## src/design/brisc_pkg.sv

```systemverilog
`default_nettype none

package brisc_pkg;

  // datapath word and address widths, fixed for the core
  localparam int unsigned XLEN = 32;
  localparam int unsigned ADDRESS_WIDTH = 16;
  localparam int unsigned BYTE_WIDTH = 8;
  localparam int unsigned WORD_WIDTH = XLEN;

  // cache geometry defaults
  localparam int unsigned NUM_CACHE_LINES = 8;
  localparam int unsigned CACHE_LINE_WIDTH = 128;

  // store queue depth
  localparam int unsigned STB_DEPTH_DEFAULT = 4;

  // cycles from a fill request to the fill strobe
  localparam int unsigned FILL_LATENCY_DEFAULT = 3;

  // store access size
  // only whole words and single bytes are supported
  typedef enum logic {
    W = 1'b0,
    B = 1'b1
  } data_size_e;

endpackage

`default_nettype wire

```

## src/design/miss_handler.sv

```systemverilog
`timescale 1ns/10ps
`default_nettype none

module miss_handler #(
  parameter int unsigned LINE_WIDTH = brisc_pkg::CACHE_LINE_WIDTH
) (
  input  logic                                clk,
  input  logic                                reset,

  input  logic                                load_req,
  input  logic [brisc_pkg::ADDRESS_WIDTH-1:0] load_addr,
  input  logic                                grant,

  // head of the store queue
  input  logic                                stb_valid,
  input  logic [brisc_pkg::ADDRESS_WIDTH-1:0] stb_addr,
  input  logic [brisc_pkg::XLEN-1:0]          stb_data,
  input  brisc_pkg::data_size_e               stb_size,

  input  logic                                miss,
  input  logic                                fill,

  output logic [brisc_pkg::ADDRESS_WIDTH-1:0] lookup_addr,
  output logic                                is_mem,
  output logic                                cache_write,
  output logic [brisc_pkg::XLEN-1:0]          write_data,
  output brisc_pkg::data_size_e               data_size,
  output logic                                stb_pop,
  output logic                                fill_req,
  output logic [brisc_pkg::ADDRESS_WIDTH-1:0] req_addr,
  output logic                                load_miss
);

  localparam int unsigned AW = brisc_pkg::ADDRESS_WIDTH;
  localparam int unsigned OFFSET_WIDTH = $clog2(LINE_WIDTH / brisc_pkg::BYTE_WIDTH);

  localparam logic IDLE      = 1'b0;
  localparam logic WAIT_FILL = 1'b1;

  logic state_q;
  logic drain;

  // stores only get the port when no load wants it
  assign drain = ~load_req & grant & stb_valid;

  // loads take the port ahead of store drains
  assign lookup_addr = load_req ? load_addr : stb_addr;

  // no lookup runs while a fill is out
  assign is_mem = (state_q == IDLE) & (load_req | drain);

  assign req_addr = {lookup_addr[AW-1:OFFSET_WIDTH], {OFFSET_WIDTH{1'b0}}};
  assign fill_req = (state_q == IDLE) & is_mem & miss;

  // store hit writes and retires the head in one cycle
  assign cache_write = (state_q == IDLE) & drain & ~miss;
  assign stb_pop     = cache_write;
  assign write_data  = stb_data;
  assign data_size   = stb_size;

  assign load_miss = load_req & ((state_q == WAIT_FILL) | miss);

  always_ff @(posedge clk) begin
    if (reset) begin
      state_q <= IDLE;
    end else if ((state_q == IDLE) && fill_req) begin
      state_q <= WAIT_FILL;
    end else if ((state_q == WAIT_FILL) && fill) begin
      state_q <= IDLE;
    end
  end

endmodule

`default_nettype wire

```

## config.mk

```make
export PLATFORM = sky130hd
export DESIGN_NAME = miss_handler
export DESIGN_NICKNAME = d
export VERILOG_FILES = /design/src/design/brisc_pkg.sv /design/src/design/miss_handler.sv
export SDC_FILE = /design/constraint.sdc
export NUM_CORES = 1
export LEC_CHECK = 0
export BUFFER_PORTS_ARGS = -buffer_cell sky130_fd_sc_hd__buf_2
export CAP_MARGIN = 20
export CELL_PAD_IN_SITES_DETAIL_PLACEMENT = 0
export CELL_PAD_IN_SITES_GLOBAL_PLACEMENT = 1
export CORE_MARGIN = 3
export CORE_UTILIZATION = 12
export DETAILED_ROUTE_END_ITERATION = 8
export PLACE_DENSITY = 0.88
export REMOVE_ABC_BUFFERS = 1
export SETUP_SLACK_MARGIN = 0.5
export SLEW_MARGIN = 5
export SYNTH_ARGS = -nofsm -noshare
export SYNTH_HDL_FRONTEND = slang
export SYNTH_SLANG_ARGS = --single-unit
```

## constraint.sdc

```tcl
create_clock -name clk -period 1 [get_ports clk]
set_clock_uncertainty 0.2 [all_clocks]
set_input_delay 0.05 -clock clk [delete_from_list [all_inputs] [get_ports clk]]
set_output_delay 0.05 -clock clk [all_outputs]
set_load 0.02 [all_outputs]
```

==> reports/results.txt, run 1 <==
core area - 0.00524 sq mm
final hold slack - -0.0998 ns
chain of cells forming the critical path - buf_6, a2111oi_2
first-pass GRT wire length - 4690 microns
Fin. Hold Viols - 33
number of instances in the synthesized netlist - 78
Post-Route Setup TNS - -0.507 ns
RSZ-0062 raised after global routing - true
worst hold path class - in -> out
final period utilization - 105%
pin count of the biggest net entering global routing - 8
die width - 80.6 microns
antenna-violating nets left - 0
largest delay contributor family on the critical path - flip-flops
worst reg2reg setup slack - -0.05 ns
number of search-and-repair iterations in the first detailed-routing pass - 2
Seq/Total Area, Yosys - 3.00%
max-cap violations - 0
initial standard-cell utilization of the core - 12.7%
via-per-instance ratio - 3.57
Filler cells - 561
delay of the slowest cell on the worst path - 0.32 ns
highest-count cells in the layout ignoring fill and taps - 37 x sky130_fd_sc_hd__buf_2, 34 x sky130_fd_sc_hd__buf_6, 16 x sky130_fd_sc_hd__mux2_4
upper clock frequency limit - 954 MHz
Tot GR Track Use - 10.4%
Synth Warn # - 0
via count of the first global-routing pass - 689
worst path buffer plus inverter count - 1
hold path endpoint - write_data[4]
Largest register FFs - 1
Net count, final - 180
distinct cell type count of the synthesized netlist - 13
most area-consuming cells after synthesis - sky130_fd_sc_hd__buf_4 56%, sky130_fd_sc_hd__mux2_2 27%, sky130_fd_sc_hd__buf_6 3.4%, sky130_fd_sc_hd__dfxtp_1 3.0%, sky130_fd_sc_hd__a2111oi_2 2.3%
data arrival time at the worst-slack endpoint - 0.73 ns
Worst Hold Depth - 0
CP required - 0.68 ns
standard cell with the maximum stage delay on the critical path - sky130_fd_sc_hd__dfxtp_2
largest register by flop count - state_q
final HPWL from detailed placement - 2830 microns
row count - 26
Cell Area, Placed - 766 sq um
Die Y-Extent - 80.6 microns
startpoint type of the worst setup path - flip-flop
final number of setup-violating endpoints - 28
detailed-route via count - 628
Final Routed Wirelength - 3570 microns
number of remaining DRC errors - 0
FF+latch count, synth - 1
worst skew pair latency - 0 ns
element type at the critical path end - flip-flop
final setup slack of the worst path - -0.0487 ns
count of final max-slew check failures - 0
status - complete, but fails checks
startpoint of the worst hold path - stb_data[4]
final standard cell count with taps included and fillers excluded - 176
antenna diode instance count - 0
post-placement worst setup slack - -0.119 ns
mean instance size in the synthesized netlist - 8.55 sq um
most common cell after layout, fill and taps aside - sky130_fd_sc_hd__buf_2
worst IR drop on VDD - 0.171 mV
Register-to-Register Path Depth - 2
I/O Pins - 142
crit path time final - 1.05 ns
Avg WL per Cell - 20.3 microns
placed cells - 174
fraction of post-synthesis cell area in the top cell type by area - 56.3%
largest fanout on the critical path - 4
final RePlAce weighted congestion - 0.654
registers with the highest flip-flop counts - state_q: 1 flops
number of antenna violations at the first check in global routing - 0
static power due to leakage - 0.000582 uW
Util after Layout - 21.7%
Finished Cell Area - 0.00113 sq mm
fraction of final layout cells with drive strength greater than 1 - 96.2%
critical register-to-register path startpoint - state_q$_SDFFE_PP0P_
number of port buffers - 71
terminus of the critical flop-to-flop path - state_q$_SDFFE_PP0P_
Area Growth Syn to Fin - 70.2%
Die Outline Area - 0.00649 sq mm
detailed router's first-iteration violation count - 13
clock-pin slew on the worst setup and hold paths - 0 ns
global route total overflow - 0
mapped cell area - 667 sq um
power per cell area - 656 mW/mm^2
cell accounting for the most synthesized area - sky130_fd_sc_hd__buf_4
Worst Setup Path Type - reg -> reg
violated checks - hold timing, setup timing
-- metal layers --
| metal | GRT usage (%) | up-vias | wire (microns) |
|---|---|---|---|
| li1 | - | 260 | - |
| met1 | 14.6 | 277 | 1570 |
| met2 | 12.0 | 91 | 1290 |
| met3 | 9.19 | 0 | 702 |
| met4 | 0 | 0 | 0 |
| met5 | 0.909 | - | 0 |
-- what timing repair did --
action	CTS	global route
pin swaps	4	1
resized for setup	97	2
buffers inserted	0	1
setup endpoints to repair	34	34
endpoints found under the hold margin	33	33
cloned	1	0
-- worst register-to-register path, stage by stage (launching register included) --
cell and delay, ns:
sky130_fd_sc_hd__dfxtp_2 0.32, sky130_fd_sc_hd__buf_6 0.13, sky130_fd_sc_hd__a2111oi_2 0.29
-- how the worst max path moves through the flow --
| stage | start | to | slack [ns] | cells after the start |
|---|---|---|---|---|
| final | state_q$_SDFFE_PP0P_ | state_q$_SDFFE_PP0P_ | -0.05 | 2 |
| after global routing | state_q$_SDFFE_PP0P_ | state_q$_SDFFE_PP0P_ | -0.12 | 3 |
| after CTS | state_q$_SDFFE_PP0P_ | stb_pop | -0.05 | 3 |
| after detailed placement | state_q$_SDFFE_PP0P_ | stb_pop | -0.12 | 3 |
| after global placement | load_req | req_addr[5] | -0.11 | 4 |
| after floorplan | state_q$_SDFFE_PP0P_ | fill_req | -0.14 | 1 |
-- per-stage QoR --
| step | hold WS (ns) | power (uW) |
|---|---|---|
| floorplan | -0.100 | 284 |
| global placement | -0.0998 | 504 |
| detailed placement | -0.0998 | 507 |
| CTS | -0.0998 | 739 |
| global route | -0.0999 | 783 |
| finish | -0.0998 | 745 |
-- synth_stat cells --
| cell type | n |
|---|---|
| sky130_fd_sc_hd__a21oi_1 | 1 |
| sky130_fd_sc_hd__buf_4 | 50 |
| sky130_fd_sc_hd__and2b_2 | 1 |
| sky130_fd_sc_hd__buf_6 | 2 |
| sky130_fd_sc_hd__dfxtp_1 | 1 |
| sky130_fd_sc_hd__nor2_1 | 1 |
| sky130_fd_sc_hd__and4b_2 | 1 |
| sky130_fd_sc_hd__nor2_2 | 1 |
| sky130_fd_sc_hd__mux2_2 | 16 |
| sky130_fd_sc_hd__a2111oi_2 | 1 |
| sky130_fd_sc_hd__a211oi_1 | 1 |
| sky130_fd_sc_hd__conb_1 | 1 |
| sky130_fd_sc_hd__nor3b_1 | 1 |
-- power by group --
part | switching (uW) | internal [uW] | leakage (uW)
combinational | 319 | 377 | 0.000574
sequential | 3.85 | 44.7 | 0.00000861
clock | 0 | 0 | 0
-- kinds of logic after synthesis --
kind of cell,count (synthesis),synth area share (%)
other,1,0.562
muxes,16,27.0
AOI/OAI and AO/OA,3,4.13
and+or+nand+nor,5,5.63
DFF,1,3.00
buffers and inverters,52,59.7
-- cell type report --
type,instances,area [sq um],share of cell area [%]
multi-input combinational,28,360,31.8
sequential,1,21.3,1.87
timing repair buffer,77,666,58.7
tap,70,87.6,7.72
No activity file was read; power rests on OpenSTA's default activity.
==> run 2: changes to the inputs <==
CORE_MARGIN = 2   (was 3)
==> run 2 against run 1 <==
Fmax decreased by 2.2%. The run still ends with hold timing, setup timing left. Utilization decreased by 0.41 points. Final cell count increased by 1.1%. Largest power group unchanged.
==> reports/results.txt, run 2 (synthesis results as in run 1) <==
highest-count cells in the layout ignoring fill and taps - 37 x sky130_fd_sc_hd__buf_2, 32 x sky130_fd_sc_hd__buf_6, 16 x sky130_fd_sc_hd__mux2_4
initial standard-cell utilization of the core - 12.3%
Cell Area, Placed - 776 sq um
I/O Pins - 142
upper clock frequency limit - 932 MHz
max-cap violations - 0
fraction of final layout cells with drive strength greater than 1 - 96.2%
Worst Setup Path Type - reg -> out
power per cell area - 637 mW/mm^2
post-placement worst setup slack - -0.120 ns
area used by sequential logic in the layout - 21.3 sq um
final number of setup-violating endpoints - 15
number of remaining DRC errors - 0
via count of the first global-routing pass - 594
final setup slack of the worst path - -0.0725 ns
data arrival time at the worst-slack endpoint - 0.82 ns
registers with the highest flip-flop counts - state_q: 1 flops
CP required - 0.75 ns
core area - 0.00544 sq mm
Avg WL per Cell - 17.7 microns
detailed-route via count - 627
multi-input gate area in the final layout - 374 sq um
number of antenna violations at the first check in global routing - 0
final hold slack - -0.100 ns
clock-pin slew on the worst setup and hold paths - 0 ns
Finished Cell Area - 0.00116 sq mm
static power due to leakage - 0.000586 uW
violated checks - hold timing, setup timing
element type at the critical path end - output port
antenna-violating nets left - 0
number of search-and-repair iterations in the first detailed-routing pass - 4
Net count, final - 180
worst IR drop on VDD - 0.202 mV
Filler cells - 579
Final Routed Wirelength - 3150 microns
number of port buffers - 71
final period utilization - 107%
antenna diode instance count - 0
worst hold path class - in -> out
Die Y-Extent - 78.6 microns
die width - 78.6 microns
pin count of the biggest net entering global routing - 8
most common cell after layout, fill and taps aside - sky130_fd_sc_hd__buf_2
total power of the final layout - 736 uW
largest register by flop count - state_q
Post-Route Setup TNS - -0.268 ns
crit path time final - 1.07 ns
final HPWL from detailed placement - 2560 microns
status - complete, but fails checks
Fin. Hold Viols - 33
RSZ-0062 raised after global routing - true
post-CTS setup buffers - 0
Die Outline Area - 0.00617 sq mm
count of final max-slew check failures - 0
largest fanout on the critical path - 3
first-pass GRT wire length - 3880 microns
Tot GR Track Use - 8.81%
final RePlAce weighted congestion - 0.759
detailed router's first-iteration violation count - 25
worst skew pair latency - 0 ns
startpoint type of the worst setup path - flip-flop
Largest register FFs - 1
Area Growth Syn to Fin - 73.4%
global route total overflow - 0
via-per-instance ratio - 3.52
row count - 27
-- run 2: changes by cell type in the layout (fill, tap and decap cells not counted) --
cell	change
sky130_fd_sc_hd__a2111oi_2	-1
sky130_fd_sc_hd__a2111oi_4	+1
sky130_fd_sc_hd__a211oi_2	-1
sky130_fd_sc_hd__a211oi_4	+1
sky130_fd_sc_hd__buf_12	+1
sky130_fd_sc_hd__buf_4	+1
sky130_fd_sc_hd__buf_6	-2
sky130_fd_sc_hd__nor3b_2	+1
sky130_fd_sc_hd__nor3b_4	-1
-- run 2: per-layer routing --
metal	share of wire, %	track usage [%]	vias up	wire length [microns]
met5	0	1.82	-	0
li1	-	-	259	-
met2	36	9.83	78	1120
met3	25	11.1	0	794
met1	39	10.6	290	1230
met4	0	0	0	0
-- run 2: layout make-up --
type                    count  area share [%]
well taps                  72            7.79
repair buffers             77            58.0
flip-flops and latches      1            1.84
multi-input cells          28            32.4
-- run 2: final timing paths --
kind | slack (ns) | to | depth (start not counted) | startpoint
max | -0.07 | cache_write | 3 | state_q$_SDFFE_PP0P_
min | -0.1 | write_data[23] | 0 | stb_data[23]
max reg2reg | -0.04 | state_q$_SDFFE_PP0P_ | 2 | state_q$_SDFFE_PP0P_
min reg2reg | 0.34 | state_q$_SDFFE_PP0P_ | 2 | state_q$_SDFFE_PP0P_
-- run 2: report_power, final --
| part | switching, uW | internal, uW | total (uW) | leakage [uW] |
|---|---|---|---|---|
| Clock | 0 | 0 | 0 | 0 |
| Sequential | 3.68 | 44.7 | 48.4 | 0.00000861 |
| Combinational | 307 | 381 | 688 | 0.000577 |
| Total | 311 | 425 | 736 | 0.000586 |
-- run 2: metrics by stage --
step	instances	util [%]	hold slack [ns]
6_report	178	21.3	-0.100
5_1_grt	178	21.3	-0.0999
4_1_cts	178	20.7	-0.0999
3_5_place_dp	177	14.3	-0.0999
3_3_place_gp	177	14.3	-0.0999
2_1_floorplan	29	-	-0.100
-- run 2: worst max-delay path, stage by stage (launching register included) --
cell	delay [ns]
sky130_fd_sc_hd__dfxtp_2	0.31
sky130_fd_sc_hd__nor2_4	0.11
sky130_fd_sc_hd__and4b_2	0.27
sky130_fd_sc_hd__buf_6	0.12
-- run 2: what timing repair did --
action                                  in CTS  in global routing
endpoints found under the setup margin      34                 34
resized for setup                           94                  7
hold endpoints to repair                    33                 33
pin swaps                                    4                  0
gates cloned                                 1                  0
