==> src/design/brisc_pkg.sv <==
`default_nettype none

package brisc_pkg;

  // datapath word and address widths, fixed for the core
  localparam int unsigned XLEN = 32;
  localparam int unsigned ADDRESS_WIDTH = 16;
  localparam int unsigned BYTE_WIDTH = 8;
  localparam int unsigned WORD_WIDTH = XLEN;

  // cache geometry defaults
  localparam int unsigned NUM_CACHE_LINES = 8;
  localparam int unsigned CACHE_LINE_WIDTH = 128;

  // store queue depth
  localparam int unsigned STB_DEPTH_DEFAULT = 4;

  // cycles from a fill request to the fill strobe
  localparam int unsigned FILL_LATENCY_DEFAULT = 3;

  // store access size
  // only whole words and single bytes are supported
  typedef enum logic {
    W = 1'b0,
    B = 1'b1
  } data_size_e;

endpackage

`default_nettype wire

==> src/design/store_buffer.sv <==
`timescale 1ns/10ps
`default_nettype none

module store_buffer #(
  parameter int unsigned STB_DEPTH = brisc_pkg::STB_DEPTH_DEFAULT
) (
  input  logic                                clk,
  input  logic                                reset,

  // new store from the pipeline
  input  logic                                push,
  input  logic [brisc_pkg::ADDRESS_WIDTH-1:0] push_addr,
  input  logic [brisc_pkg::XLEN-1:0]          push_data,
  input  brisc_pkg::data_size_e               push_size,

  // head consumed by the drain
  input  logic                                pop,

  output logic                                head_valid,
  output logic [brisc_pkg::ADDRESS_WIDTH-1:0] head_addr,
  output logic [brisc_pkg::XLEN-1:0]          head_data,
  output brisc_pkg::data_size_e               head_size,
  output logic                                full,
  output logic                                empty
);

  localparam int unsigned PTR_WIDTH = (STB_DEPTH > 1) ? $clog2(STB_DEPTH) : 1;
  localparam int unsigned COUNT_WIDTH = $clog2(STB_DEPTH + 1);

  // entry storage
  logic [brisc_pkg::ADDRESS_WIDTH-1:0] addr_q [STB_DEPTH];
  logic [brisc_pkg::XLEN-1:0]          data_q [STB_DEPTH];
  brisc_pkg::data_size_e               size_q [STB_DEPTH];

  logic [PTR_WIDTH-1:0]   wr_ptr_q;
  logic [PTR_WIDTH-1:0]   rd_ptr_q;
  logic [COUNT_WIDTH-1:0] count_q;

  logic do_push;
  logic do_pop;

  // pointer wrap, depth need not be a power of two
  function automatic logic [PTR_WIDTH-1:0] next_ptr(input logic [PTR_WIDTH-1:0] ptr);
    if (ptr == PTR_WIDTH'(STB_DEPTH - 1)) begin
      return '0;
    end
    return ptr + 1'b1;
  endfunction

  assign full  = (count_q == COUNT_WIDTH'(STB_DEPTH));
  assign empty = (count_q == '0);

  // pushes while full are lost
  assign do_push = push & ~full;
  assign do_pop  = pop & ~empty;

  assign head_valid = ~empty;
  assign head_addr  = addr_q[rd_ptr_q];
  assign head_data  = data_q[rd_ptr_q];
  assign head_size  = size_q[rd_ptr_q];

  always_ff @(posedge clk) begin
    if (reset) begin
      wr_ptr_q <= '0;
      rd_ptr_q <= '0;
      count_q  <= '0;
    end else begin
      if (do_push) begin
        wr_ptr_q <= next_ptr(wr_ptr_q);
      end
      if (do_pop) begin
        rd_ptr_q <= next_ptr(rd_ptr_q);
      end
      // push and pop together leave the count alone
      case ({do_push, do_pop})
        2'b10:   count_q <= count_q + 1'b1;
        2'b01:   count_q <= count_q - 1'b1;
        default: count_q <= count_q;
      endcase
    end
  end

  always_ff @(posedge clk) begin
    if (do_push) begin
      addr_q[wr_ptr_q] <= push_addr;
      data_q[wr_ptr_q] <= push_data;
      size_q[wr_ptr_q] <= push_size;
    end
  end

endmodule

`default_nettype wire

==> config.mk <==
export PLATFORM = sky130hd
export DESIGN_NAME = store_buffer
export DESIGN_NICKNAME = d
export VERILOG_FILES = /design/src/design/brisc_pkg.sv /design/src/design/store_buffer.sv
export SDC_FILE = /design/constraint.sdc
export NUM_CORES = 1
export LEC_CHECK = 0
export ABC_AREA = 1
export BUFFER_PORTS_ARGS = -buffer_cell sky130_fd_sc_hd__clkbuf_2
export CAP_MARGIN = 25
export CELL_PAD_IN_SITES_DETAIL_PLACEMENT = 0
export CELL_PAD_IN_SITES_GLOBAL_PLACEMENT = 1
export CORE_AREA = 8 8 141 143
export DETAILED_ROUTE_END_ITERATION = 8
export DIE_AREA = 0 0 149 151
export PLACE_DENSITY_LB_ADDON = 0.12
export SLEW_MARGIN = 20
export SYNTH_ARGS = -nofsm -noshare
export SYNTH_HDL_FRONTEND = slang
export SYNTH_SLANG_ARGS = --single-unit
export TNS_END_PERCENT = 5
==> constraint.sdc <==
create_clock -name clk -period 8.2 [get_ports clk]
set_input_delay 0.82 -clock clk [delete_from_list [all_inputs] [get_ports clk]]
set_output_delay 0.82 -clock clk [all_outputs]
set_load 0.005 [all_outputs]
==> key figures, run 1 <==
Timing
  – Setup TNS: 0 ps
  – Final setup violation count: 0
  – Least-Margin Pin Slew: 967 ps
  – Setup Skew: 7.88 ps
  – Slew margin rel.: 0.355
  – Max Fclk: 0.286 GHz
  – RSZ-0062 raised after global routing: no
  – Final Cycle Share: 0.426
  – Final hold vios: 0
  – Pins Over Slew Limit: 0
  – Min Tclk post-route: between 3000 and 4000 ps

Global route
  – Vias in the first global route: 4753
  – First-pass GRT wire length: 25.2 mm
  – Pin count of the biggest net entering global routing: 100
  – Total GRT Usage: 0.143
  – Grt total ovfl: 0
  – Initial antenna violation count: 1

Run status
  – Status: finished, final reports clean

Critical path
  – CP max FO: 50
  – CP max stage delay: 960 ps
  – Crit path DAT: 2670 ps
  – CP cell instances: inv_2, o21ai_0, o22ai_1, clkbuf_2
  – Crit path launch type: register
  – Critical Path RT: 7380 ps
  – CP max stage cell: dfxtp_2
  – Critical path type: register to output port
  – Worst r2r src: count_q[1]
  – CP Capture Type: output port

Logic synthesis
  – Synth cell types: 21
  – Yosys top cell by area: edfxtp_1
  – Main synth FF type: edfxtp_1
  – Sequential fraction of the synthesis area: 0.781
  – Cell area after synthesis: 0.00776 sq mm
  – Top cell type's share of synthesized area: 0.758
  – Avg Cell Area, Syn: between 10 and 15 sq um
  – Syn Nets: 606
  – EDFF count, synth: a little under 200
  – Synth area leaders: edfxtp_1 76%, o21ai_0 6.1%, nor2_1 5.4%, o22ai_1 3.9%, dfxtp_1 2.3%
  – Async SR Flop Fraction: 0
  – Synthesized flop and latch total: 205
  – Synth Warn #: 0
  – Mapped Cells: 546

Final layout
  – P&R area growth vs syn: 16.9%
  – Fin cells: 890
  – FILL cells: 1530
  – Register Area: 0.00607 sq mm
  – Layout cell share with drive strength beyond 1: 0.215
  – End-of-flow core utilization: 0.514
  – Multi-input logic area: 0.00145 sq mm
  – Ant. Diodes: 0
  – Final net count: 707

Power
  – Max VDD drop: 0.148 mV
  – Power per cell area: 315 mW/mm^2
  – P_leak: 0.00325 uW
  – Final Power: 2860 uW

CTS
  – CTS tree: yes
  – Post-CTS Setup Bufs: 0
  – Clock Latency Late Sink: between 400 and 500 ps
  – Clock sinks: 205
  – Root Driver: clkbuf_16
  – Hold_buf cts: 0
  – Total CTS buffers: 21
  – H-tree depth: 1
  – Worst-path clk slew: 60 ps
  – # resized after CTS: 0
  – Max clock buf depth: 3

Die
  – # IOs: 105
  – Die Wd: 149 um
  – FP Rows: 49
  – Initial Util: 0.440
  – Full die area: 0.0225 sq mm
  – Die height: 151 um
  – CORE AREA: 0.0177 sq mm

Placement
  – DP Cell Count: 852
  – IO buf count: ~100
  – DP Wirelength: slightly below 9 mm
  – RePlAce Congestion: 0.739

Hold path
  – Min-delay src: rd_ptr_q[1]
  – Hold WC Path Type: register to register

Detailed routing
  – Post-DR vias/cell: 5.21
  – Post-DRT Antenna Nets: 0
  – # DRC: 0
  – Post-detailed-route wirelength per cell: 18.4 um
  – DR pass1 iterations: 4
  – Via Count: approximately 4600
  – 1st-iter DRT viols: approximately 290
  – WL final: 16.4 mm

Run
  – Max-cap violations: 0
-- layout by cell type (no fill, tap or decap), types with 2 or more instances in the layout --
cell,n
edfxtp_1,196
nor2_1,108
clkbuf_2,104
o21ai_0,95
o22ai_1,49
clkbuf_16,21
inv_1,18
nand2_1,14
clkbuf_1,7
dfxtp_1,7
ha_1,6
o21ai_1,5
clkinv_1,5
nor2_4,4
a21oi_1,4
buf_4,4
nand3b_1,2
clkinv_2,2
-- flip-flops by register name, summed over array words and instances (netlist names), named ones only --
register  flops
data_q      128
addr_q       64
size_q        4
count_q       3
rd_ptr_q      2
wr_ptr_q      2
-- worst paths after layout --
check,end,slack [ps],depth (start not counted)
worst min register to register,register,520,2
worst max-delay path,head_addr[11],4710,4
worst min-delay path,register,520,2
worst max register to register,count_q[2],6110,12
-- per-layer routing --
metal / wire, um / global-route usage / vias up / share of wire
li1: - / - / 2223 / -
met1: 7330 / 0.182 / 2268 / 0.45
met2: 7800 / 0.239 / 127 / 0.48
met3: 1040 / 0.0359 / 20 / 0.063
met4: 224 / 0.0404 / 2 / 0.014
met5: 8 / 0 / - / 0.00049
-- per-stage QoR --
step	cell area (sq um)	hold WS, ps	setup WS [ps]
6_report	9080	523	4710
5_1_grt	9080	535	4410
4_1_cts	9060	526	4600
3_5_place_dp	8440	519	5110
3_3_place_gp	8440	509	5150
2_1_floorplan	7760	483	4720
-- cells in the mapped netlist (all sizes together) (2+ instances only) --
cell and count:
inv 20, nor2 112, nand3b 2, o22ai 49, dfxtp 9, nand2 14, a21oi 4, buf 21
edfxtp 196, clkbuf 10, ha 6, o21ai 100
-- logic make-up (layout without fill, tap and decap cells) --
logic type                 after synthesis  count (layout)  synth area share
AOI/OAI and AO/OA                      153             153             0.107
adders and majority gates                7               7            0.0122
DFF                                    205             205             0.781
and+or+nand+nor                        130             130            0.0643
buffers and inverters                   51             166            0.0356
-- critical path, delay by kind of cell, from the launching register on --
family / cells / cell delay [ps]
buf+inv: 2 / 780
compound gates: 2 / 410
flops: 1 / 960
-- layout make-up --
cell class              count  area share
clock buffers              28      0.0608
clock inverters             9     0.00744
repair buffers            109      0.0628
multi-input cells         290       0.160
flip-flops and latches    205       0.669
well taps                 229      0.0316
inverters                  20     0.00882
-- where the power goes --
group          leakage [uW]  internal, uW  switching [uW]  total, uW
combinational       0.00107           247             430        677
clock              0.000301           503             352        855
sequential          0.00187          1260            70.6       1330
Note: power is estimated with default switching activity, not from simulation.
==> run 2, diff against run 1 <==
--- a/config.mk
+++ b/config.mk
@@ -5,14 +5,14 @@
 export SDC_FILE = /design/constraint.sdc
 export NUM_CORES = 1
 export LEC_CHECK = 0
-export ABC_AREA = 1
+export ABC_AREA = 0
 export BUFFER_PORTS_ARGS = -buffer_cell sky130_fd_sc_hd__clkbuf_2
 export CAP_MARGIN = 25
 export CELL_PAD_IN_SITES_DETAIL_PLACEMENT = 0
 export CELL_PAD_IN_SITES_GLOBAL_PLACEMENT = 1
-export CORE_AREA = 8 8 141 143
+export CORE_AREA = 8 8 139 141
 export DETAILED_ROUTE_END_ITERATION = 8
-export DIE_AREA = 0 0 149 151
+export DIE_AREA = 0 0 147 149
 export PLACE_DENSITY_LB_ADDON = 0.12
 export SLEW_MARGIN = 20
 export SYNTH_ARGS = -nofsm -noshare
==> constraint.sdc (replaced) <==
create_clock -name clk -period 2.8 [get_ports clk]
set_input_delay 0.28 -clock clk [delete_from_list [all_inputs] [get_ports clk]]
set_output_delay 0.28 -clock clk [all_outputs]
set_load 0.005 [all_outputs]
==> run 2 against run 1 <==
Net effect: synthesized cell count decreased by 43%; clock-buffer cell count unchanged; largest power group unchanged; flip-flop and latch count is the same; combinational power up 130%; register-to-register slack worse by 5800 ps.
==> key figures, run 2 <==
Run status
  – Status: finished, final reports clean (unchanged)

Placement
  – DP Wirelength: 8.73 mm (was 8.82 mm)
  – IO buf count: 104 (unchanged)
  – RePlAce Congestion: 0.716 (was 0.739)
  – Dpl ws: 322 ps (was 5110 ps)
  – Placed cell area: 0.00842 sq mm (was 0.00844 sq mm)

Timing
  – Final setup violation count: 0 (unchanged)
  – Max Fclk: 0.399 GHz
  – Min Tclk post-route: 2500 ps
  – Final worst slack: 296 ps (was 4710 ps)
  – Least-Margin Pin Slew: 678 ps (was 967 ps)
  – Setup TNS: 0 ps (unchanged)
  – Hold Slack: 14.3 ps (was 523 ps)
  – Slew margin rel.: 0.548 (was 0.355)
  – Setup Skew: 7.56 ps (was 7.88 ps)
  – RSZ-0062 raised after global routing: no (unchanged)
  – Pins Over Slew Limit: 0 (unchanged)
  – Final hold vios: 0 (unchanged)
  – Final Cycle Share: 0.894

Detailed routing
  – # DRC: 0 (unchanged)
  – Post-detailed-route wirelength per cell: 20.4 um (was 18.4 um)
  – Post-DRT Antenna Nets: 0 (unchanged)
  – DR pass1 iterations: 4 (unchanged)
  – WL final: 14.1 mm (was 16.4 mm)
  – 1st-iter DRT viols: 161 (was 288)
  – Via Count: 3578 (was 4640)
  – Post-DR vias/cell: 5.17 (was 5.21)

Critical path
  – Crit path launch type: register (unchanged)
  – CP top delay family: simple AND/OR/NAND/NOR gates (was flip-flops)
  – CP max stage delay: 490 ps (was 960 ps)
  – Crit path DAT: 2920 ps (was 2670 ps)
  – WP buf/inv: 2 (unchanged)
  – CP max FO: 9 (was 50)
  – Critical Path RT: 3220 ps (was 7380 ps)
  – Critical path type: register to register (was register to output port)
  – CP Capture Type: register (was output port)
  – CP cell instances: or3b_1, and2_4, inv_1, ha_1, inv_1, fa_1, xor2_1, or3_2, a21oi_1 (was inv_2, o21ai_0, o22ai_1, clkbuf_2)
  – CP max stage cell: or3b_1 (was dfxtp_2)
  – Crit path top cell by count: inv_1

Final layout
  – Most frequent cells in the layout: 196 x edfxtp_1, 104 x clkbuf_2, 49 x mux4_2 (was 196 x edfxtp_1, 108 x nor2_1, 104 x clkbuf_2)
  – Largest reg by FF count: data_q (unchanged)
  – Leading cell type in the layout, fill and taps excluded: edfxtp_1 (unchanged)
  – Layout cell share with drive strength beyond 1: 0.424 (was 0.215)
  – Number of flip-flops in the largest register: 128 (unchanged)
  – Design area: 0.00929 sq mm (was 0.00908 sq mm)
  – End-of-flow core utilization: 0.544 (was 0.514)
  – FILL cells: 1353 (was 1530)
  – Largest regs: data_q: 128 flops, addr_q: 64 flops, size_q: 4 flops (unchanged)
  – Final net count: 514 (was 707)
  – Ant. Diodes: 0 (unchanged)
  – P&R area growth vs syn: 22.5% (was 16.9%)

CTS
  – Clock Latency Late Sink: 490 ps (was 480 ps)
  – Total CTS buffers: 22 (was 21)
  – H-tree depth: 1 (unchanged)
  – Worst-path clk slew: 60 ps (about the same)
  – Root Driver: clkbuf_16 (unchanged)
  – CTS tree: yes (unchanged)
  – Clock sinks: 205 (unchanged)
  – Max clock buf depth: 3 (unchanged)
  – # resized after CTS: 0 (unchanged)

Logic synthesis
  – EDFF count, synth: 196 (unchanged)
  – Sequential fraction of the synthesis area: 0.800 (was 0.781)
  – Synth cell types: 28 (was 21)
  – Mapped Cells: 311 (was 546)
  – Cell area after synthesis: 0.00758 sq mm (was 0.00776 sq mm)
  – Count leader, synth: edfxtp_1 (unchanged)
  – Synthesized flop and latch total: 205 (unchanged)
  – Synth cell count leaders: 196 x edfxtp_1, 49 x mux4_2, 9 x dfxtp_1, 9 x inv_1, 6 x ha_1 (was 196 x edfxtp_1, 112 x nor2_1, 95 x o21ai_0, 49 x o22ai_1, 18 x inv_1)
  – Yosys top cell by area: edfxtp_1 (unchanged)
  – Syn Nets: 371 (was 606)
  – Async SR Flop Fraction: 0 (unchanged)
  – Synth area leaders: edfxtp_1 78%, mux4_2 15%, dfxtp_1 2.4%, ha_1 0.99%, inv_1 0.45% (was edfxtp_1 76%, o21ai_0 6.1%, nor2_1 5.4%, o22ai_1 3.9%, dfxtp_1 2.3%)
  – Avg Cell Area, Syn: 24.4 sq um (was 14.2 sq um)
  – Synth Warn #: 0 (unchanged)
  – Main synth FF type: edfxtp_1 (unchanged)
  – Top cell type's share of synthesized area: 0.776 (was 0.758)

Run
  – Max-cap violations: 0 (unchanged)

Global route
  – Total GRT Usage: 0.130 (was 0.143)
  – Pin count of the biggest net entering global routing: 33 (was 100)
  – First-pass GRT wire length: 22.1 mm (was 25.2 mm)
  – Grt total ovfl: 0 (unchanged)
  – Vias in the first global route: 3949 (was 4753)
  – Initial antenna violation count: 0 (was 1)

Die
  – FP Rows: 48 (was 49)
  – CORE AREA: 0.0171 sq mm (was 0.0177 sq mm)
  – # IOs: 105 (unchanged)
  – Die height: 149 um (was 151 um)
  – Die Wd: 147 um (was 149 um)
  – Initial Util: 0.444 (was 0.440)
  – Full die area: 0.0219 sq mm (was 0.0225 sq mm)

Power
  – Power per cell area: 864 mW/mm^2 (was 315 mW/mm^2)
  – Max VDD drop: 0.504 mV (was 0.148 mV)
  – P_leak: 0.00320 uW (was 0.00325 uW)

Hold path
  – Hold WC Path Type: primary input to register (was register to register)
[run 2: cell types whose count changed in the layout (fill, tap and decap cells not counted), moves of 9 or more]
cell / previous run / this run
inv_1: 18 / 9
o21ai_0: 95 / 1
nor2_1: 108 / 4
mux4_2: 0 / 49
nand2_1: 14 / 1
o22ai_1: 49 / 0
dlygate4sd3_1: 0 / 20
[run 2: metrics by stage]
| step | cells | power [uW] |
|---|---|---|
| after global placement | 635 | 5450 |
| after global routing | 692 | 8400 |
| after detailed placement | 635 | 5480 |
| after CTS | 692 | 8160 |
| final | 692 | 8020 |
| after floorplan | 311 | 4810 |
[run 2: routing by layer]
| metal | global-route usage | wire length, um | share of wire |
|---|---|---|---|
| met3 | 0.0385 | 944 | 0.067 |
| met4 | 0.0388 | 179 | 0.013 |
| met2 | 0.218 | 6920 | 0.49 |
| met1 | 0.162 | 6100 | 0.43 |
| met5 | 0 | 0 | 0 |
[run 2: logic make-up (layout without fill, tap and decap cells)]
| group | count (synthesis) | after routing | synth area share |
|---|---|---|---|
| fa+ha+maj | 7 | 7 | 0.0125 |
| mux | 50 | 50 | 0.147 |
| compound gates | 8 | 8 | 0.00693 |
| flops | 205 | 205 | 0.800 |
| buf+inv | 22 | 178 | 0.0177 |
| xor+xnor | 2 | 2 | 0.00231 |
| simple gates | 17 | 17 | 0.0135 |
[run 2: final timing paths]
check                start             to  slack, ps  cells after the start
max reg2reg     count_q[2]     count_q[2]        300                      9
max             count_q[2]     count_q[2]        300                      9
min          push_addr[11]  addr_q[3][11]         10                      1
min reg2reg    rd_ptr_q[0]       register        480                      2
[run 2: report_power, final]
| group | switching, uW | total, uW | internal, uW |
|---|---|---|---|
| Clock | 1070 | 2650 | 1580 |
| Sequential | 140 | 3830 | 3680 |
| Combinational | 733 | 1550 | 815 |
| Total | 1940 | 8020 | 6080 |
[run 2: what timing repair did]
item | 4_1_cts | 5_1_grt
endpoints found under the hold margin | 70 | 0
hold buffers | 20 | 0
buffers inserted | 0 | 0
[run 2: cell type report]
type | count | area (sq um) | area share
Tap cell | 225 | 282 | 0.0303
Clock inverter | 9 | 67.6 | 0.00728
Inverter | 9 | 33.8 | 0.00364
Sequential cell | 205 | 6070 | 0.654
Multi-Input combinational cell | 84 | 1380 | 0.149
Timing Repair Buffer | 132 | 856 | 0.0922
Clock buffer | 28 | 594 | 0.0640
==> run 3, diff against run 2 <==
--- a/config.mk
+++ b/config.mk
@@ -11,6 +11,7 @@
 export CELL_PAD_IN_SITES_DETAIL_PLACEMENT = 0
 export CELL_PAD_IN_SITES_GLOBAL_PLACEMENT = 1
 export CORE_AREA = 8 8 139 141
+export CTS_BUF_LIST = sky130_fd_sc_hd__clkbuf_8
 export DETAILED_ROUTE_END_ITERATION = 8
 export DIE_AREA = 0 0 147 149
 export PLACE_DENSITY_LB_ADDON = 0.12
==> run 3 against run 2 <==
Net effect: design area rose by 2.7%; sequential share of layout area down 1.7 points; fmax is essentially flat; clock power down 5%; final cell count increased by 7.1%; power shrank 1.2%; clock skew rose by 3.6 ps; clock-buffer cell count is 13 higher; die area unchanged; flip-flop and latch count is the same; critical endpoint unchanged.
==> key figures, run 3 (same netlist as run 2, synthesis figures left out) <==
Final layout
  – Leading cell type in the layout, fill and taps excluded: edfxtp_1 (unchanged)
  – P&R area growth vs syn: 25.8% (was 22.5%)
  – Most frequent cells in the layout: 196 x edfxtp_1, 104 x clkbuf_2, 49 x mux4_2 (unchanged)
  – FILL cells: 1361 (was 1353)
  – Register Area: 0.00607 sq mm (unchanged)
  – Number of flip-flops in the largest register: 128 (unchanged)
  – Multi-input logic area: 0.00138 sq mm (unchanged)
  – Layout cell share with drive strength beyond 1: 0.419 (was 0.424)
  – Largest regs: data_q: 128 flops, addr_q: 64 flops, size_q: 4 flops (unchanged)
  – Largest reg by FF count: data_q (unchanged)
  – Final net count: 551 (was 514)

Critical path
  – CP max stage cell: or3b_1 (unchanged)
  – Crit path top cell by count: inv_1 (unchanged)
  – CP cell instances: or3b_1, and2_4, inv_1, ha_1, inv_1, fa_1, xor2_1, or3_2, a21oi_1 (unchanged)
  – CP top delay family: simple AND/OR/NAND/NOR gates (unchanged)
  – Critical path type: register to register (unchanged)
  – CP Capture Type: register (unchanged)
  – CP max stage delay: 490 ps (about the same)
  – Critical Path RT: 3230 ps (was 3220 ps)
  – Crit path DAT: 2930 ps (was 2920 ps)
  – Crit path launch type: register (unchanged)
  – CP max FO: 9 (unchanged)
  – Worst R2R Path Depth: 9 (unchanged)
  – Critical path depth in cells: 9 (unchanged)
  – WP buf/inv: 2 (unchanged)

Global route
  – Routing usage on met3: 0.0464 (was 0.0385)
  – Met2 Usage GRT: 0.222 (was 0.218)
  – Total GRT Usage: 0.135 (was 0.130)
  – Grt total ovfl: 0 (unchanged)
  – GR peak layer: met2 (unchanged)
  – Initial antenna violation count: 0 (unchanged)
  – Pin count of the biggest net entering global routing: 33 (unchanged)
  – First-pass GRT wire length: 22.7 mm (was 22.1 mm)
  – Vias in the first global route: 4174 (was 3949)
  – Global-route met1 utilization: 0.164 (was 0.162)

Timing
  – Slew margin rel.: 0.548 (about the same)
  – Final setup violation count: 0 (unchanged)
  – Min Tclk post-route: 2500 ps (about the same)
  – Final worst slack: 299 ps (was 296 ps)
  – RSZ-0062 raised after global routing: no (unchanged)
  – Pins Over Slew Limit: 0 (unchanged)
  – Least-Margin Pin Slew: 678 ps (about the same)
  – Final Cycle Share: 0.893 (was 0.894)
  – Setup Skew: 11.2 ps (was 7.56 ps)
  – Max Fclk: 0.400 GHz (was 0.399 GHz)
  – Setup TNS: 0 ps (unchanged)
  – Final hold vios: 0 (unchanged)

Detailed routing
  – Post-DR vias/cell: 5.01 (was 5.17)
  – Via Count: 3711 (was 3578)
  – WL final: 14.5 mm (was 14.1 mm)
  – # DRC: 0 (unchanged)
  – Post-DRT Antenna Nets: 0 (unchanged)
  – Post-detailed-route wirelength per cell: 19.6 um (was 20.4 um)
  – DR pass1 iterations: 4 (unchanged)
  – 1st-iter DRT viols: 172 (was 161)

CTS
  – Worst-path clk slew: 60 ps (about the same)
  – Max clock buf depth: 3 (unchanged)
  – Post-CTS Setup Bufs: 0 (unchanged)
  – Total CTS buffers: 35 (was 22)
  – Root Driver: clkbuf_8 (was clkbuf_16)
  – Clock Latency Late Sink: 500 ps (was 490 ps)
  – CTS tree: yes (unchanged)
  – Clock sinks: 205 (unchanged)
  – H-tree depth: 2 (was 1)

Die
  – Initial Util: 0.444 (unchanged)
  – # IOs: 105 (unchanged)
  – Die height: 149 um (unchanged)
  – CORE AREA: 0.0171 sq mm (unchanged)
  – Die Wd: 147 um (unchanged)
  – Full die area: 0.0219 sq mm (unchanged)
  – FP Rows: 48 (unchanged)

Placement
  – IO buf count: 104 (unchanged)
  – DP Wirelength: 8.73 mm (unchanged)
  – Dpl ws: 322 ps (unchanged)
  – RePlAce Congestion: 0.716 (unchanged)

Power
  – Power per cell area: 831 mW/mm^2 (was 864 mW/mm^2)
  – P_leak: 0.00336 uW (was 0.00320 uW)
  – Max VDD drop: 0.433 mV (was 0.504 mV)

Hold path
  – Hold WC Path Type: primary input to register (unchanged)
  – Hold Crit Depth: 1 (unchanged)

Run
  – Max-cap violations: 0 (unchanged)

Run status
  – Status: finished, final reports clean (unchanged)
## run 3: cell types whose count changed in the layout (fill, tap and decap cells not counted)
| cell | previous run | this run |
|---|---|---|
| inv_1 | 9 | 20 |
| inv_6 | 1 | 0 |
| clkbuf_16 | 23 | 0 |
| dlygate4sd3_1 | 20 | 44 |
| diode_2 | 0 | 1 |
| clkinv_2 | 2 | 3 |
| clkbuf_1 | 5 | 0 |
| clkbuf_8 | 0 | 41 |
## run 3: final timing paths
| path | slack (ps) | from | endpoint |
|---|---|---|---|
| setup / recovery | 300 | count_q[2] | count_q[2] |
| hold / removal | 20 | push_data[4] | data_q[1][4] |
| setup reg to reg | 300 | count_q[2] | count_q[2] |
| hold reg to reg | 480 | rd_ptr_q[0] | register |
## run 3: worst register-to-register path, stage by stage (launching register included)
cell,delay [ps]
dfxtp_1,370
or3b_1,490
and2_4,220
inv_1,50
ha_1,170
inv_1,60
fa_1,370
xor2_1,160
or3_2,400
a21oi_1,140
## run 3: timing repair
item / in CTS / in global routing
endpoints found under the hold margin: 176 / 0
hold buffers: 44 / 0
gates resized for setup: 0 / 0
## run 3: per-layer routing
| metal | part of all wire | vias up |
|---|---|---|
| li1 | - | 1670 |
| met1 | 0.43 | 1899 |
| met2 | 0.48 | 111 |
| met3 | 0.066 | 31 |
| met4 | 0.023 | 0 |
| met5 | 0 | - |
## run 3: area by class of cell
cell class / count / area share
Antenna cell: 1 / 0.000262
Sequential cell: 205 / 0.637
Clock buffer: 41 / 0.0592
Inverter: 9 / 0.00354
Multi-Input combinational cell: 84 / 0.145
Timing Repair Buffer: 156 / 0.115
Clock inverter: 20 / 0.0110
Tap cell: 225 / 0.0295
## run 3: report_power, final
group | internal, uW | switching (uW) | total (uW)
logic | 838 | 739 | 1580
clock network | 1420 | 1100 | 2520
registers | 3690 | 140 | 3830
## run 3: metrics by stage
step	util	cells	hold slack, ps	area, sq um	total power (uW)
6_report	0.559	741	23.5	9540	7920
5_1_grt	0.559	740	13.4	9530	8320
4_1_cts	0.559	740	1.09	9530	8080
3_5_place_dp	0.494	635	478	8420	5480
3_3_place_gp	0.494	635	468	8420	5450
2_1_floorplan	-	311	379	7580	4810
